--- src/hdl/eurorack_macros.svh ---
// Widths, frame timing and calibration table for the audio path
// Calibration values are fixed at build time, gain 256 is unity
`ifndef EURORACK_MACROS_SVH
`define EURORACK_MACROS_SVH

// Codec format
`define EP_W              16
`define EP_CHANNELS       4
`define EP_SLOT_BITS      32
`define EP_FRAME_CLKS     256

// Power-up sequence, in frames
`define EP_PDN_FRAMES     2
`define EP_STARTUP_FRAMES 4

// Calibration arithmetic
`define EP_GAIN_W         9
`define EP_GAIN_SHIFT     8
`define EP_PROD_W         (`EP_W + `EP_GAIN_W + 2)

// Offsets, channels 0-3 are inputs and 4-7 are outputs
`define EP_CAL_OFFSET_0   (-16'sd212)
`define EP_CAL_OFFSET_1   (-16'sd187)
`define EP_CAL_OFFSET_2   (16'sd96)
`define EP_CAL_OFFSET_3   (-16'sd41)
`define EP_CAL_OFFSET_4   (16'sd305)
`define EP_CAL_OFFSET_5   (16'sd271)
`define EP_CAL_OFFSET_6   (-16'sd128)
`define EP_CAL_OFFSET_7   (16'sd64)

// Gains
`define EP_CAL_GAIN_0     9'd263
`define EP_CAL_GAIN_1     9'd259
`define EP_CAL_GAIN_2     9'd250
`define EP_CAL_GAIN_3     9'd268
`define EP_CAL_GAIN_4     9'd301
`define EP_CAL_GAIN_5     9'd296
`define EP_CAL_GAIN_6     9'd288
`define EP_CAL_GAIN_7     9'd310

`endif

--- src/hdl/eurorack_pkg.sv ---
// Shared types for the codec path
// The slot word is MSB first, the sample sits in the upper half
`default_nettype none

`include "eurorack_macros.svh"

package eurorack_pkg;

    typedef logic signed [`EP_W-1:0] sample_t;

    // One TDM slot, seen as shift bits or as sample plus padding
    typedef union packed {
        logic [`EP_SLOT_BITS-1:0] raw;
        struct packed {
            sample_t                         sample;
            logic [`EP_SLOT_BITS-`EP_W-1:0] pad;
        } fields;
    } slot_word_u;

    typedef enum logic [1:0] {
        PDN_LOW,
        STARTUP,
        RUN
    } power_state_e;

endpackage

`default_nettype wire

--- src/hdl/tdm_timing_if.sv ---
// Frame timing from the clock generator
// Strobes are one clk wide and precede the bick edge they name
`timescale 1ns/1ps
`default_nettype none

`include "eurorack_macros.svh"

interface tdm_timing_if;

    logic                                bick;
    logic                                lrck;
    logic                                bick_rise;
    logic                                bick_fall;
    logic [$clog2(`EP_CHANNELS)-1:0]     slot_idx;
    logic [$clog2(`EP_SLOT_BITS)-1:0]    bit_idx;
    logic                                frame_end;

    modport gen (
        output bick, lrck, bick_rise, bick_fall, slot_idx, bit_idx, frame_end
    );

    modport ctrl (
        input frame_end
    );

    modport shift (
        input bick_rise, bick_fall, slot_idx, bit_idx, frame_end
    );

endinterface

`default_nettype wire

--- src/hdl/codec_clock_gen.sv ---
// TDM timing for the codec, bick is clk/2 and a frame is 256 clk
// All outputs decode one free-running counter, so they never drift apart
`timescale 1ns/1ps
`default_nettype none

`include "eurorack_macros.svh"

module codec_clock_gen (
     input  logic clk
    ,input  logic arst_n
    ,tdm_timing_if.gen tim
);

    // cnt[0] is the bick phase, cnt[5:1] the bit, cnt[7:6] the slot
    logic [7:0] cnt;

    always_ff @(posedge clk or negedge arst_n) begin
        if (!arst_n) begin
            cnt <= '0;
        end else begin
            cnt <= cnt + 8'd1;
        end
    end

    // bick starts low after reset
    assign tim.bick = cnt[0];

    // High for slots 0 and 1
    assign tim.lrck = ~cnt[7];

    // bick rises on the edge that ends an even count
    assign tim.bick_rise = ~cnt[0];

    // bick falls on the edge that ends an odd count
    assign tim.bick_fall = cnt[0];

    // Bit 31 goes first, so the index counts down within a slot
    assign tim.bit_idx = ~cnt[5:1];

    assign tim.slot_idx = cnt[7:6];

    // Last clk of the frame, also the last bick_fall of slot 3
    assign tim.frame_end = (cnt == 8'(`EP_FRAME_CLKS - 1));

endmodule

`default_nettype wire

--- src/hdl/codec_power_ctrl.sv ---
// Codec power-up: pdn low for 2 frames, then 4 startup frames of silence
// sample_clk only pulses in RUN and stays there until reset
`timescale 1ns/1ps
`default_nettype none

`include "eurorack_macros.svh"

module codec_power_ctrl (
     input  logic clk
    ,input  logic arst_n
    ,tdm_timing_if.ctrl tim
    ,output logic pdn
    ,output logic run
    ,output logic sample_clk
);

    import eurorack_pkg::*;

    power_state_e state;
    logic [2:0]   frames;

    // Everything moves on frame boundaries only
    always_ff @(posedge clk or negedge arst_n) begin
        if (!arst_n) begin
            state  <= PDN_LOW;
            frames <= '0;
        end else if (tim.frame_end) begin
            case (state)
                PDN_LOW: begin
                    if (frames == 3'(`EP_PDN_FRAMES - 1)) begin
                        state  <= STARTUP;
                        frames <= '0;
                    end else begin
                        frames <= frames + 3'd1;
                    end
                end
                STARTUP: begin
                    if (frames == 3'(`EP_STARTUP_FRAMES - 1)) begin
                        state  <= RUN;
                        frames <= '0;
                    end else begin
                        frames <= frames + 3'd1;
                    end
                end
                RUN: begin
                    frames <= '0;
                end
                default: begin
                    state  <= PDN_LOW;
                    frames <= '0;
                end
            endcase
        end
    end

    assign pdn = (state != PDN_LOW);
    assign run = (state == RUN);

    // First pulse comes one frame after entering RUN
    assign sample_clk = tim.frame_end & run;

endmodule

`default_nettype wire

--- src/hdl/eurorack_top.sv ---
// Four-channel codec path with the mirror core, clk assumed 12 MHz
// clk and arst_n come straight from the pins, no PLL in front
`timescale 1ns/1ps
`default_nettype none

`include "eurorack_macros.svh"

module eurorack_top (
     input  logic clk
    ,input  logic arst_n
    ,output logic pdn
    ,output logic mclk
    ,output logic bick
    ,output logic lrck
    ,output logic sdin1
    ,input  logic sdout1
);

    import eurorack_pkg::*;

    tdm_timing_if tim ();

    logic    run;
    logic    sample_clk;
    sample_t sample_adc [`EP_CHANNELS];
    sample_t sample_dac [`EP_CHANNELS];
    sample_t cal_in [`EP_CHANNELS];
    sample_t cal_out [`EP_CHANNELS];

    codec_clock_gen clock_gen_instance (
         .clk    (clk)
        ,.arst_n (arst_n)
        ,.tim    (tim.gen)
    );

    codec_power_ctrl power_ctrl_instance (
         .clk        (clk)
        ,.arst_n     (arst_n)
        ,.tim        (tim.ctrl)
        ,.pdn        (pdn)
        ,.run        (run)
        ,.sample_clk (sample_clk)
    );

    // cal_busy inside sample_cal ends 8 clk after sample_clk,
    // long before the next frame end snapshots sample_dac
    sample_cal cal_instance (
         .clk        (clk)
        ,.arst_n     (arst_n)
        ,.sample_clk (sample_clk)
        ,.in_adc     (sample_adc)
        ,.in_core    (cal_out)
        ,.cal_in     (cal_in)
        ,.cal_dac    (sample_dac)
    );

    // Mirror core
    assign cal_out = cal_in;

    tdm_shifter shifter_instance (
         .clk    (clk)
        ,.arst_n (arst_n)
        ,.tim    (tim.shift)
        ,.run    (run)
        ,.sdout1 (sdout1)
        ,.sdin1  (sdin1)
        ,.dac    (sample_dac)
        ,.adc    (sample_adc)
    );

    // Codec master clock stops while powered down
    assign mclk = clk & pdn;
    assign bick = tim.bick;
    assign lrck = tim.lrck;

endmodule

`default_nettype wire

--- src/hdl/sample_cal.sv ---
// Offset and gain calibration, one shared multiplier for eight channels
// Channels 0-3 take the inverted ADC input, 4-7 the core output
// Results update over the 8 clk after sample_clk
`timescale 1ns/1ps
`default_nettype none

`include "eurorack_macros.svh"

module sample_cal (
     input  logic clk
    ,input  logic arst_n
    ,input  logic sample_clk
    ,input  eurorack_pkg::sample_t in_adc [`EP_CHANNELS]
    ,input  eurorack_pkg::sample_t in_core [`EP_CHANNELS]
    ,output eurorack_pkg::sample_t cal_in [`EP_CHANNELS]
    ,output eurorack_pkg::sample_t cal_dac [`EP_CHANNELS]
);

    import eurorack_pkg::*;

    logic [2:0]                   ch;
    logic                         cal_busy;
    sample_t                      raw;
    sample_t                      offset;
    logic [`EP_GAIN_W-1:0]        gain;
    logic signed [`EP_W:0]        biased;
    logic signed [`EP_PROD_W-1:0] scaled;
    logic signed [`EP_PROD_W-1:0] shifted;
    logic                         in_range;
    sample_t                      result;

    function automatic sample_t cal_offset(input logic [2:0] idx);
        case (idx)
            3'd0:    cal_offset = `EP_CAL_OFFSET_0;
            3'd1:    cal_offset = `EP_CAL_OFFSET_1;
            3'd2:    cal_offset = `EP_CAL_OFFSET_2;
            3'd3:    cal_offset = `EP_CAL_OFFSET_3;
            3'd4:    cal_offset = `EP_CAL_OFFSET_4;
            3'd5:    cal_offset = `EP_CAL_OFFSET_5;
            3'd6:    cal_offset = `EP_CAL_OFFSET_6;
            default: cal_offset = `EP_CAL_OFFSET_7;
        endcase
    endfunction

    function automatic logic [`EP_GAIN_W-1:0] cal_gain(input logic [2:0] idx);
        case (idx)
            3'd0:    cal_gain = `EP_CAL_GAIN_0;
            3'd1:    cal_gain = `EP_CAL_GAIN_1;
            3'd2:    cal_gain = `EP_CAL_GAIN_2;
            3'd3:    cal_gain = `EP_CAL_GAIN_3;
            3'd4:    cal_gain = `EP_CAL_GAIN_4;
            3'd5:    cal_gain = `EP_CAL_GAIN_5;
            3'd6:    cal_gain = `EP_CAL_GAIN_6;
            default: cal_gain = `EP_CAL_GAIN_7;
        endcase
    endfunction

    // Analog front end inverts, plain NOT is close enough to negation
    assign raw    = ch[2] ? in_core[ch[1:0]] : ~in_adc[ch[1:0]];
    assign offset = cal_offset(ch);
    assign gain   = cal_gain(ch);

    assign biased  = {raw[`EP_W-1], raw} + {offset[`EP_W-1], offset};
    assign scaled  = biased * $signed({1'b0, gain});
    assign shifted = scaled >>> `EP_GAIN_SHIFT;

    // Fits in 16 bits when the bits above the sample all match its sign
    assign in_range = (&shifted[`EP_PROD_W-1:`EP_W-1]) | ~(|shifted[`EP_PROD_W-1:`EP_W-1]);
    assign result   = in_range ? shifted[`EP_W-1:0]
                    : {shifted[`EP_PROD_W-1], {(`EP_W-1){~shifted[`EP_PROD_W-1]}}};

    always_ff @(posedge clk or negedge arst_n) begin
        if (!arst_n) begin
            ch       <= '0;
            cal_busy <= 1'b0;
            for (int k = 0; k < `EP_CHANNELS; k++) begin
                cal_in[k]  <= '0;
                cal_dac[k] <= '0;
            end
        end else if (sample_clk) begin
            ch       <= '0;
            cal_busy <= 1'b1;
        end else if (cal_busy) begin
            if (ch[2]) begin
                cal_dac[ch[1:0]] <= result;
            end else begin
                cal_in[ch[1:0]] <= result;
            end
            ch <= ch + 3'd1;
            if (ch == 3'd7) begin
                cal_busy <= 1'b0;
            end
        end
    end

endmodule

`default_nettype wire

--- src/hdl/tdm_shifter.sv ---
// Serial side of the codec link, four 32-bit slots per frame, MSB first
// Output words are captured at frame end, so an input returns two frames later
// Zero slots are sent whenever run is low
`timescale 1ns/1ps
`default_nettype none

`include "eurorack_macros.svh"

module tdm_shifter (
     input  logic clk
    ,input  logic arst_n
    ,tdm_timing_if.shift tim
    ,input  logic run
    ,input  logic sdout1
    ,output logic sdin1
    ,input  eurorack_pkg::sample_t dac [`EP_CHANNELS]
    ,output eurorack_pkg::sample_t adc [`EP_CHANNELS]
);

    import eurorack_pkg::*;

    slot_word_u tx;
    slot_word_u tx_load;
    slot_word_u rx;
    slot_word_u rx_next;
    sample_t    tx_hold [1:`EP_CHANNELS-1];
    sample_t    staging [`EP_CHANNELS];
    logic [1:0] next_slot;
    logic       slot_last_fall;
    logic       slot_last_rise;

    assign next_slot      = tim.slot_idx + 2'd1;
    assign slot_last_fall = tim.bick_fall & (tim.bit_idx == '0);
    assign slot_last_rise = tim.bick_rise & (tim.bit_idx == '0);

    // Slot 0 loads straight from dac at frame end, the rest from the snapshot
    always_comb begin
        tx_load.fields.sample = '0;
        tx_load.fields.pad    = '0;
        if (run) begin
            tx_load.fields.sample = tim.frame_end ? dac[0] : tx_hold[next_slot];
        end
    end

    always_ff @(posedge clk) begin
        if (tim.frame_end) begin
            for (int k = 1; k < `EP_CHANNELS; k++) begin
                tx_hold[k] <= dac[k];
            end
        end
    end

    // New word lands on the last fall of the previous slot
    always_ff @(posedge clk or negedge arst_n) begin
        if (!arst_n) begin
            tx.raw <= '0;
        end else if (slot_last_fall) begin
            tx <= tx_load;
        end else if (tim.bick_fall) begin
            tx.raw <= {tx.raw[`EP_SLOT_BITS-2:0], 1'b0};
        end
    end

    assign sdin1 = tx.raw[`EP_SLOT_BITS-1];

    assign rx_next.raw = {rx.raw[`EP_SLOT_BITS-2:0], sdout1};

    always_ff @(posedge clk) begin
        if (tim.bick_rise) begin
            rx <= rx_next;
        end
        if (slot_last_rise) begin
            staging[tim.slot_idx] <= rx_next.fields.sample;
        end
    end

    // Slot 3 reaches staging one clk before frame end
    always_ff @(posedge clk or negedge arst_n) begin
        if (!arst_n) begin
            for (int k = 0; k < `EP_CHANNELS; k++) begin
                adc[k] <= '0;
            end
        end else if (tim.frame_end) begin
            adc <= staging;
        end
    end

endmodule

`default_nettype wire

--- config.mk ---
export PLATFORM = sky130hd
export DESIGN_NAME = eurorack_top
export DESIGN_NICKNAME = d
export VERILOG_FILES = /design/src/hdl/eurorack_pkg.sv /design/src/hdl/tdm_timing_if.sv /design/src/hdl/codec_clock_gen.sv /design/src/hdl/codec_power_ctrl.sv /design/src/hdl/eurorack_top.sv /design/src/hdl/sample_cal.sv /design/src/hdl/tdm_shifter.sv
export VERILOG_INCLUDE_DIRS = /design/src /design/src/hdl
export SDC_FILE = /design/constraint.sdc
export NUM_CORES = 1
export LEC_CHECK = 0
export BUFFER_PORTS_ARGS = -buffer_cell sky130_fd_sc_hd__buf_2
export CORE_ASPECT_RATIO = 1.5
export CORE_UTILIZATION = 64
export DETAILED_ROUTE_END_ITERATION = 12
export PLACE_DENSITY = 0.88
export SKIP_LAST_GASP = 1
export SYNTH_ARGS = -nofsm -noshare
export SYNTH_HDL_FRONTEND = slang
export SYNTH_SLANG_ARGS = --single-unit
export TNS_END_PERCENT = 100
--- constraint.sdc ---
create_clock -name clk -period 12.8 [get_ports clk]
set_input_delay 1.92 -clock clk [delete_from_list [all_inputs] [get_ports clk]]
set_output_delay 1.92 -clock clk [all_outputs]
set_load 0.05 [all_outputs]
==> After elaboration in Yosys (flattened, before gate mapping) <==
Memory sizes are Yosys's and may differ from the RTL's.
Index checks and enable logic that the tools add are counted.
{ "totals": {"ram_bits": 48, "reg_bits": 336, "latch_bits": 0, "out_inout_bits": 5, "elab_cells": 111, "romBits": 0, "memories": 1, "inputBits": 3} }
{ "op_classes": {"n_div": 0, "shifts": 0, "order_cmp": 4, "mul": 1, "bitwise_logic": 16, "add_sub_neg": 5, "mux": 34, "eq_ne": 14, "reduce_logical": 13} }
{ "memory_table": {"columns": ["name", "depth", "width", "rd", "rd_ports_with_merged_regs", "write_ports", "line_no", "source"], "rows": [
  ["shifter_instance.tx_hold", 3, 16, 1, 0, 3, "tdm_shifter.sv:26", "sample_t tx_hold [1:`EP_CHANNELS-1];"]
]} }
{ "ops": {"columns": ["operator", "n"], "rows": [
  ["bitwise mux 64 bit", 3],
  ["two-way mux 16 bit", 10],
  ["case mux 16 bit (7 select lines)", 1],
  ["binary-select mux 16 bit (select 2 bit)", 2],
  ["demux 16 bit (select 2 bit)", 2],
  ["two-way mux 32 bit", 2],
  ["case mux 9 bit (7 select lines)", 1],
  ["multiplier 17 x 10 -> 27 bit", 1],
  ["adder 16 x 16 -> 17 bit", 1],
  ["NOT 16 bit", 1],
  ["== test 3 bit, second input constant", 4],
  ["two-way mux 3 bit", 4],
  ["== test 3 x 2 -> 1 bit, second input constant", 3],
  ["adder 8 x 1 -> 8 bit, second input constant", 1],
  ["== test 8 bit, second input constant", 1],
  ["AND reduction 4 bit", 2],
  ["NOT 1 bit", 7],
  ["adder 3 x 1 -> 3 bit, second input constant", 2],
  ["== test 3 x 1 -> 1 bit, second input constant", 2],
  [">= comparator 3 bit, second input constant", 2],
  ["< comparator 3 x 1 -> 1 bit, second input constant", 2],
  ["NOT 2 -> 3 bit", 2],
  ["case mux 2 bit (3 select lines)", 1],
  ["case mux 3 bit (2 select lines)", 1],
  ["16 further kinds", 29]
]} }

==> Longest topological paths before layout <==
Gate-level depths: netlist of the first run.
{ "depth": {"word_depth": 13, "depth_mapped": 41, "depth_no_buf": 36} }

==> By module <==
Synthesis of the first run repeated with hierarchy kept, for this count alone.
{ "unflattened": {"hier_cells": 1844, "hier_area_um2": 21351.7} }
{ "by_module_without_submodules": {"columns": ["mod", "cells_per_inst", "n_inst", "area_each_um2", "seq_area_each_um2"], "rows": [
  ["sample_cal", 1354, 1, 12603.3, 3303.2],
  ["tdm_shifter", 421, 1, 8040.2, 6296.0],
  ["codec_clock_gen", 34, 1, 376.6, 200.2],
  ["codec_power_ctrl", 34, 1, 325.3, 125.1],
  ["eurorack_top", 1, 1, 6.3, 0.0]
]} }

==> flow_metrics.tcl, run 1 <==
set metrics [dict create \
    status "finished clean" \
    p_per_area_mw_per_mm2 97.1 \
    drive_above_1_share_pct 7.27 \
    die_area_mm2 0.0330 \
    internal-power_mw 1.71 \
    syn-num-nets 2136 \
    ctsHoldBuffers 0 \
    diodes 0 \
    wl_per_cell_um 21.6 \
    timing.fmax_mhz 86.8 \
    finalInstanceArea_mm2 0.0220 \
    cap_violations 0 \
    drt_iter0_markers 1161 \
    initial_core_util_pct 64.9 \
    crit_slowest_cell "o221a_2" \
    grt-ovfl-total 0 \
    routed-via-count 14400 \
    die_h_um 222 \
    synth-seq-cells 368 \
    cp_data_arrival_time_ns 12.09 \
    grt_start_max_net_pins 146 \
    ys.flop_type "dfrtp_1" \
    switchingPower_mw 0.426 \
    setup_tns_ns 0 \
    io_buffers 7 \
    cts_resized 0 \
    wl_met1_um 17200 \
    hp-start "shifter_instance.rx[7]$_DFFE_PN_" \
    dp_hpwl_um 33800 \
    pin_count 8 \
    p_comb_share_pct 0.7 \
    area_delta_synth_final_pct 6.61 \
    power_frac_seq_pct 56.9 \
    wl_met2_um 26200 \
    crit_top_cell "fa_1" \
    grt_pass1_wl_um 80200 \
    post_cts_buffers 0 \
    total_power_mw 2.14 \
    hp-class "flip-flop to flip-flop" \
    hold_path_end "shifter_instance.rx[8]$_DFFE_PN_" \
    critPathLaunch "cal_instance.ch[2]$_DFFE_PN0P_" \
    final_cell_mix "nand2_1, dfrtp_1, inv_1" \
    insertion_delay_ns 0.67 \
    rsz0062_at_grt "no" \
    nets 2112 \
    skew_ns 0.0159 \
    p_clk_share_pct 42.5 \
    clk_pin_slew_ns 0.08 \
    critical_path_cell_count 33 \
    avgViaCountPerCell 6.20 \
    grt_antenna_before_repair 0 \
    routed-wl-met3_um 3230 \
    crit_path_start_kind "flip-flop" \
    r2r_slack_ns 1.27 \
    placed_area_mm2 0.0211 \
    path_class "flip-flop to flip-flop" \
    timing.rr.start "cal_instance.ch[2]$_DFFE_PN0P_" \
    rr_endpoint "cal_instance.cal_dac[12]$_DFFE_PN0P_" \
    timing.final.crit_share_pct 90.0 \
    first_pass_iters 5 \
    slew_violations 0 \
    grt_pass1_vias 15200 \
    holdWs_ns 0.426 \
    synth-edff-count 143 \
    cp-end-kind "flip-flop" \
    synth_warnings 0 \
    async_reset_ff_share_pct 61.1 \
    ant_nets 0 \
    required_ns 13.36 \
    final_cells 2322 \
    grt.total_usage_pct 32.1 \
    syn-cell-area_mm2 0.0207 \
    drc 0 \
    setup_viol 0 \
    max_slew_margin_pct 18.3 \
    p_leak_nw 10.0 \
    finalHoldViolCount 0 \
    gp_congestion 1.00 \
    postSynthAreaPerCell_um2 10.8 \
    cts_tree "built" \
    crit_buf_inv 4 \
    die_w_um 149 \
    rows 80 \
    slowest_delay_ns 0.90 \
    yosysUniqueCellTypes 62 \
    min_period_ns 11.53 \
    wirelength_um 50100 \
    post-place-cells 2267 \
    seq_area_frac_synth_pct 48.0 \
    hold_path_depth 0 \
    mostFrequentLayoutCell "nand2_1" \
    r2r_cells 33 \
    swShare_pct 19.9 \
    path_max_fanout 26 \
    crit_family "compound AO/OA/AOI/OAI gates" \
    core_mm2 0.0318 \
    syn_inst 1914 \
    vdd_drop_max_mv 0.232 \
    highest_layer "met4" \
    tightest_slew_ns 1.22 \
]
-- cell families after synthesis --
group | Yosys count | share of synthesized area [%]
flip-flops | 368 | 48.0
adder cells (fa/ha/maj) | 219 | 17.9
XOR/XNOR | 51 | 2.16
AND/OR/NAND/NOR | 636 | 12.8
multiplexers | 51 | 4.41
AO/OA/AOI/OAI | 324 | 9.69
buffers and inverters | 265 | 4.93
-- power groups by stage --
stage	clock, mW	combinational [mW]	sequential [mW]
detailed placement	0.0000454	0.0148	1.24
floorplan	0.0000454	0.00000523	1.24
finish	0.909	0.0140	1.22
CTS	0.913	0.0148	1.22
global placement	0.0000454	0.0144	1.24
global route	0.956	0.0170	1.22
-- worst register-to-register path: cells and delay by family (launching register included) --
family | cells | cell delay (ns)
buffers and inverters | 4 | 0.91
DFF | 1 | 0.79
adders and majority gates | 8 | 3.54
xor gates and xnor gates | 3 | 1.07
AOI/OAI and AO/OA | 15 | 4.44
and+or+nand+nor | 3 | 0.69
-- synth_stat cells, drive strengths merged (2+ instances only) --
cell | instances | area (um^2)
nor2b | 15 | 93.8
nand3 | 18 | 90.1
and3 | 7 | 43.8
mux2i | 18 | 180
a21oi | 81 | 533
nand4b | 3 | 26.3
o21a | 16 | 120
o21ai | 150 | 751
or2 | 8 | 50.1
nand2b | 9 | 56.3
o211ai | 6 | 50.1
or3 | 4 | 25.0
nor4 | 3 | 18.8
inv | 179 | 672
a41o | 2 | 21.3
buf | 10 | 62.6
xor2 | 17 | 149
o22ai | 16 | 100
a211oi | 19 | 143
nor3b | 3 | 22.5
o41a | 2 | 22.5
and2 | 25 | 156
clkbuf | 74 | 278
edfxtp | 143 | 4290
nor2 | 118 | 443
xnor2 | 34 | 298
clkinv | 2 | 7.51
a21o | 12 | 90.1
nand2 | 412 | 1550
dfrtp | 225 | 5630
ha | 90 | 1130
fa | 129 | 2580
mux4 | 32 | 721
or4 | 2 | 15.0
nor3 | 6 | 41.3
o31ai | 2 | 15.0
o21bai | 8 | 60.1
-- how the worst max path moves through the flow --
stage | to | slack, ns
global placement | cal_instance.cal_in[17]$_DFFE_PN0P_ | 1.84
finish | cal_instance.cal_dac[12]$_DFFE_PN0P_ | 1.27
floorplan | cal_instance.cal_dac[39]$_DFFE_PN0P_ | 2.83
global route | cal_instance.cal_in[49]$_DFFE_PN0P_ | 0.62
CTS | cal_instance.cal_in[17]$_DFFE_PN0P_ | 1.42
detailed placement | cal_instance.cal_in[17]$_DFFE_PN0P_ | 1.46
-- registers in the layout (all words and copies together), names as in the netlist --
name / count
cal_instance.cal_dac: 64
cal_instance.cal_in: 64
shifter_instance.adc: 64
shifter_instance.staging: 64
shifter_instance.tx_hold: 48
shifter_instance.rx: 31
shifter_instance.tx: 16
clock_gen_instance.cnt: 8
cal_instance.ch: 3
power_ctrl_instance.frames: 3
power_ctrl_instance.state: 2
cal_instance.cal_busy: 1
-- layout make-up --
| class | count | area (um^2) |
|---|---|---|
| clock buffer | 41 | 866 |
| clock inverter | 15 | 115 |
| fill | 2146 | 9800 |
| inverter | 181 | 682 |
| multi-input combinational | 1281 | 9740 |
| sequential | 368 | 9930 |
| tap | 410 | 513 |
| timing repair buffer | 26 | 190 |
-- metrics by stage --
step | util (%) | setup slack, ns
2_1_floorplan | - | 2.83
3_3_place_gp | 66.2 | 1.84
3_5_place_dp | 66.2 | 1.46
4_1_cts | 69.2 | 1.42
5_1_grt | 69.2 | 0.619
6_report | 69.2 | 1.27
-- routing by layer --
metal | global-route usage (%) | vias up
met3 | 3.89 | 213
met5 | 0 | -
met1 | 37.5 | 7189
met4 | 21.5 | 0
met2 | 55.1 | 696
li1 | - | 6310
No activity file was read; power rests on OpenSTA's default activity.
==> run 2: changes to the inputs <==
- CORE_MARGIN: default -> 3
==> flow_metrics.tcl, run 2 (synthesized netlist as in run 1, its figures left out) <==
set metrics [dict create \
    total_power_mw 2.25 \
    cts_resized 0 \
    setup_viol 0 \
    final_cell_mix "nand2_1, dfrtp_1, inv_1" \
    diodes 0 \
    required_ns 13.36 \
    wirelength_um 48700 \
    r2r_slack_ns 1.40 \
    nets 2114 \
    grt_start_max_net_pins 83 \
    die_w_um 153 \
    insertion_delay_ns 0.69 \
    p_comb_share_pct 0.7 \
    rsz0062_at_grt "no" \
    vdd_drop_max_mv 0.183 \
    rows 80 \
    skew_ns 0.0131 \
    grt.total_usage_pct 28.8 \
    core_mm2 0.0318 \
    cp_data_arrival_time_ns 11.96 \
    post_cts_buffers 0 \
    power_frac_seq_pct 54.0 \
    slowest_delay_ns 0.87 \
    timing.fmax_mhz 87.7 \
    drc 0 \
    hold_path_end "shifter_instance.rx[6]$_DFFE_PN_" \
    internal-power_mw 1.81 \
    holdWs_ns 0.427 \
    path_class "flip-flop to flip-flop" \
    crit_family "compound AO/OA/AOI/OAI gates" \
    timing.rr.start "cal_instance.ch[2]$_DFFE_PN0P_" \
    switchingPower_mw 0.441 \
    rr_endpoint "cal_instance.cal_in[49]$_DFFE_PN0P_" \
    cap_violations 0 \
    first_pass_iters 6 \
    max_slew_margin_pct 13.1 \
    min_period_ns 11.40 \
    initial_core_util_pct 64.9 \
    area_delta_synth_final_pct 7.30 \
    crit_slowest_cell "o221a_2" \
    gp_congestion 0.927 \
    avgViaCountPerCell 6.20 \
    p_clk_share_pct 45.4 \
    path_max_fanout 23 \
    grt_pass1_vias 15100 \
    clk_pin_slew_ns 0.08 \
    drt_iter0_markers 1428 \
    p_leak_nw 10.1 \
    finalInstanceArea_mm2 0.0222 \
    r2r_cells 33 \
    dp_hpwl_um 32100 \
    routed-via-count 14400 \
    ant_nets 0 \
    cts_tree "built" \
    hp-class "flip-flop to flip-flop" \
    grt_pass1_wl_um 78500 \
    io_buffers 7 \
    ctsHoldBuffers 0 \
    setup_tns_ns 0 \
    slew_violations 0 \
    status "finished clean" \
    critPathLaunch "cal_instance.ch[2]$_DFFE_PN0P_" \
    grt-ovfl-total 0 \
    cp-end-kind "flip-flop" \
    hp-start "shifter_instance.rx[5]$_DFFE_PN_" \
    p_per_area_mw_per_mm2 102 \
    die_h_um 226 \
    finalHoldViolCount 0 \
    grt_antenna_before_repair 0 \
    die_area_mm2 0.0345 \
    nFillCells 2087 \
    crit_top_cell "fa_1" \
    pin_count 8 \
    tightest_slew_ns 1.30 \
    placed_area_mm2 0.0211 \
    crit_buf_inv 4 \
    wl_per_cell_um 21.0 \
    mostFrequentLayoutCell "nand2_1" \
    swShare_pct 19.6 \
    timing.final.crit_share_pct 89.0 \
    drive_above_1_share_pct 7.63 \
    crit_path_start_kind "flip-flop" \
    hold_path_depth 0 \
]
==> run 2: cell count changes in the layout (fill, tap and decap cells not counted), moves of 2 or more <==
cell	change
bufinv_16	+4
clkinv_1	-4
clkbuf_1	-3
clkinv_4	+3
clkinv_2	+2
clkinvlp_4	-2
==> run 2: metrics by stage <==
stage	cells	setup WS, ns	utilization, %
after floorplan	1914	2.83	-
after global placement	2268	1.90	66.2
after detailed placement	2268	1.65	66.2
after CTS	2324	1.44	69.7
after global routing	2324	0.589	69.7
final	2324	1.40	69.7
==> run 2: area by class of cell <==
type | instances | area (um^2) | area share, %
Clock buffer | 40 | 893 | 4.03
Clock inverter | 17 | 230 | 1.04
Inverter | 181 | 682 | 3.07
Multi-Input combinational cell | 1281 | 9730 | 43.9
Sequential cell | 368 | 9930 | 44.8
Tap cell | 410 | 513 | 2.31
Timing Repair Buffer | 27 | 198 | 0.891
==> run 2: power by group through the flow <==
stage	clock network (mW)	registers, mW	logic (mW)
final	1.02	1.22	0.0147
after global routing	1.08	1.22	0.0169
after CTS	1.03	1.22	0.0155
after detailed placement	0.0000454	1.24	0.0153
after global placement	0.0000454	1.24	0.0147
after floorplan	0.0000454	1.24	0.00000523
==> run 2: worst max-delay path by stage <==
stage	endpoint	slack, ns	depth (start not counted)
final	cal_instance.cal_in[49]$_DFFE_PN0P_	1.40	33
after global routing	cal_instance.cal_in[17]$_DFFE_PN0P_	0.59	33
after CTS	cal_instance.cal_in[49]$_DFFE_PN0P_	1.44	33
after floorplan	cal_instance.cal_dac[39]$_DFFE_PN0P_	2.83	38
after global placement	cal_instance.cal_in[49]$_DFFE_PN0P_	1.90	33
after detailed placement	cal_instance.cal_dac[35]$_DFFE_PN0P_	1.65	33
==> run 2: routing by layer <==
layer  wire length, um  vias up  track usage [%]
li1                  -     6307                -
met1             16800     7165             33.5
met2             25500      745             51.6
met3              3460      203             3.68
met4              3030        0             16.4
met5                 0        -                0
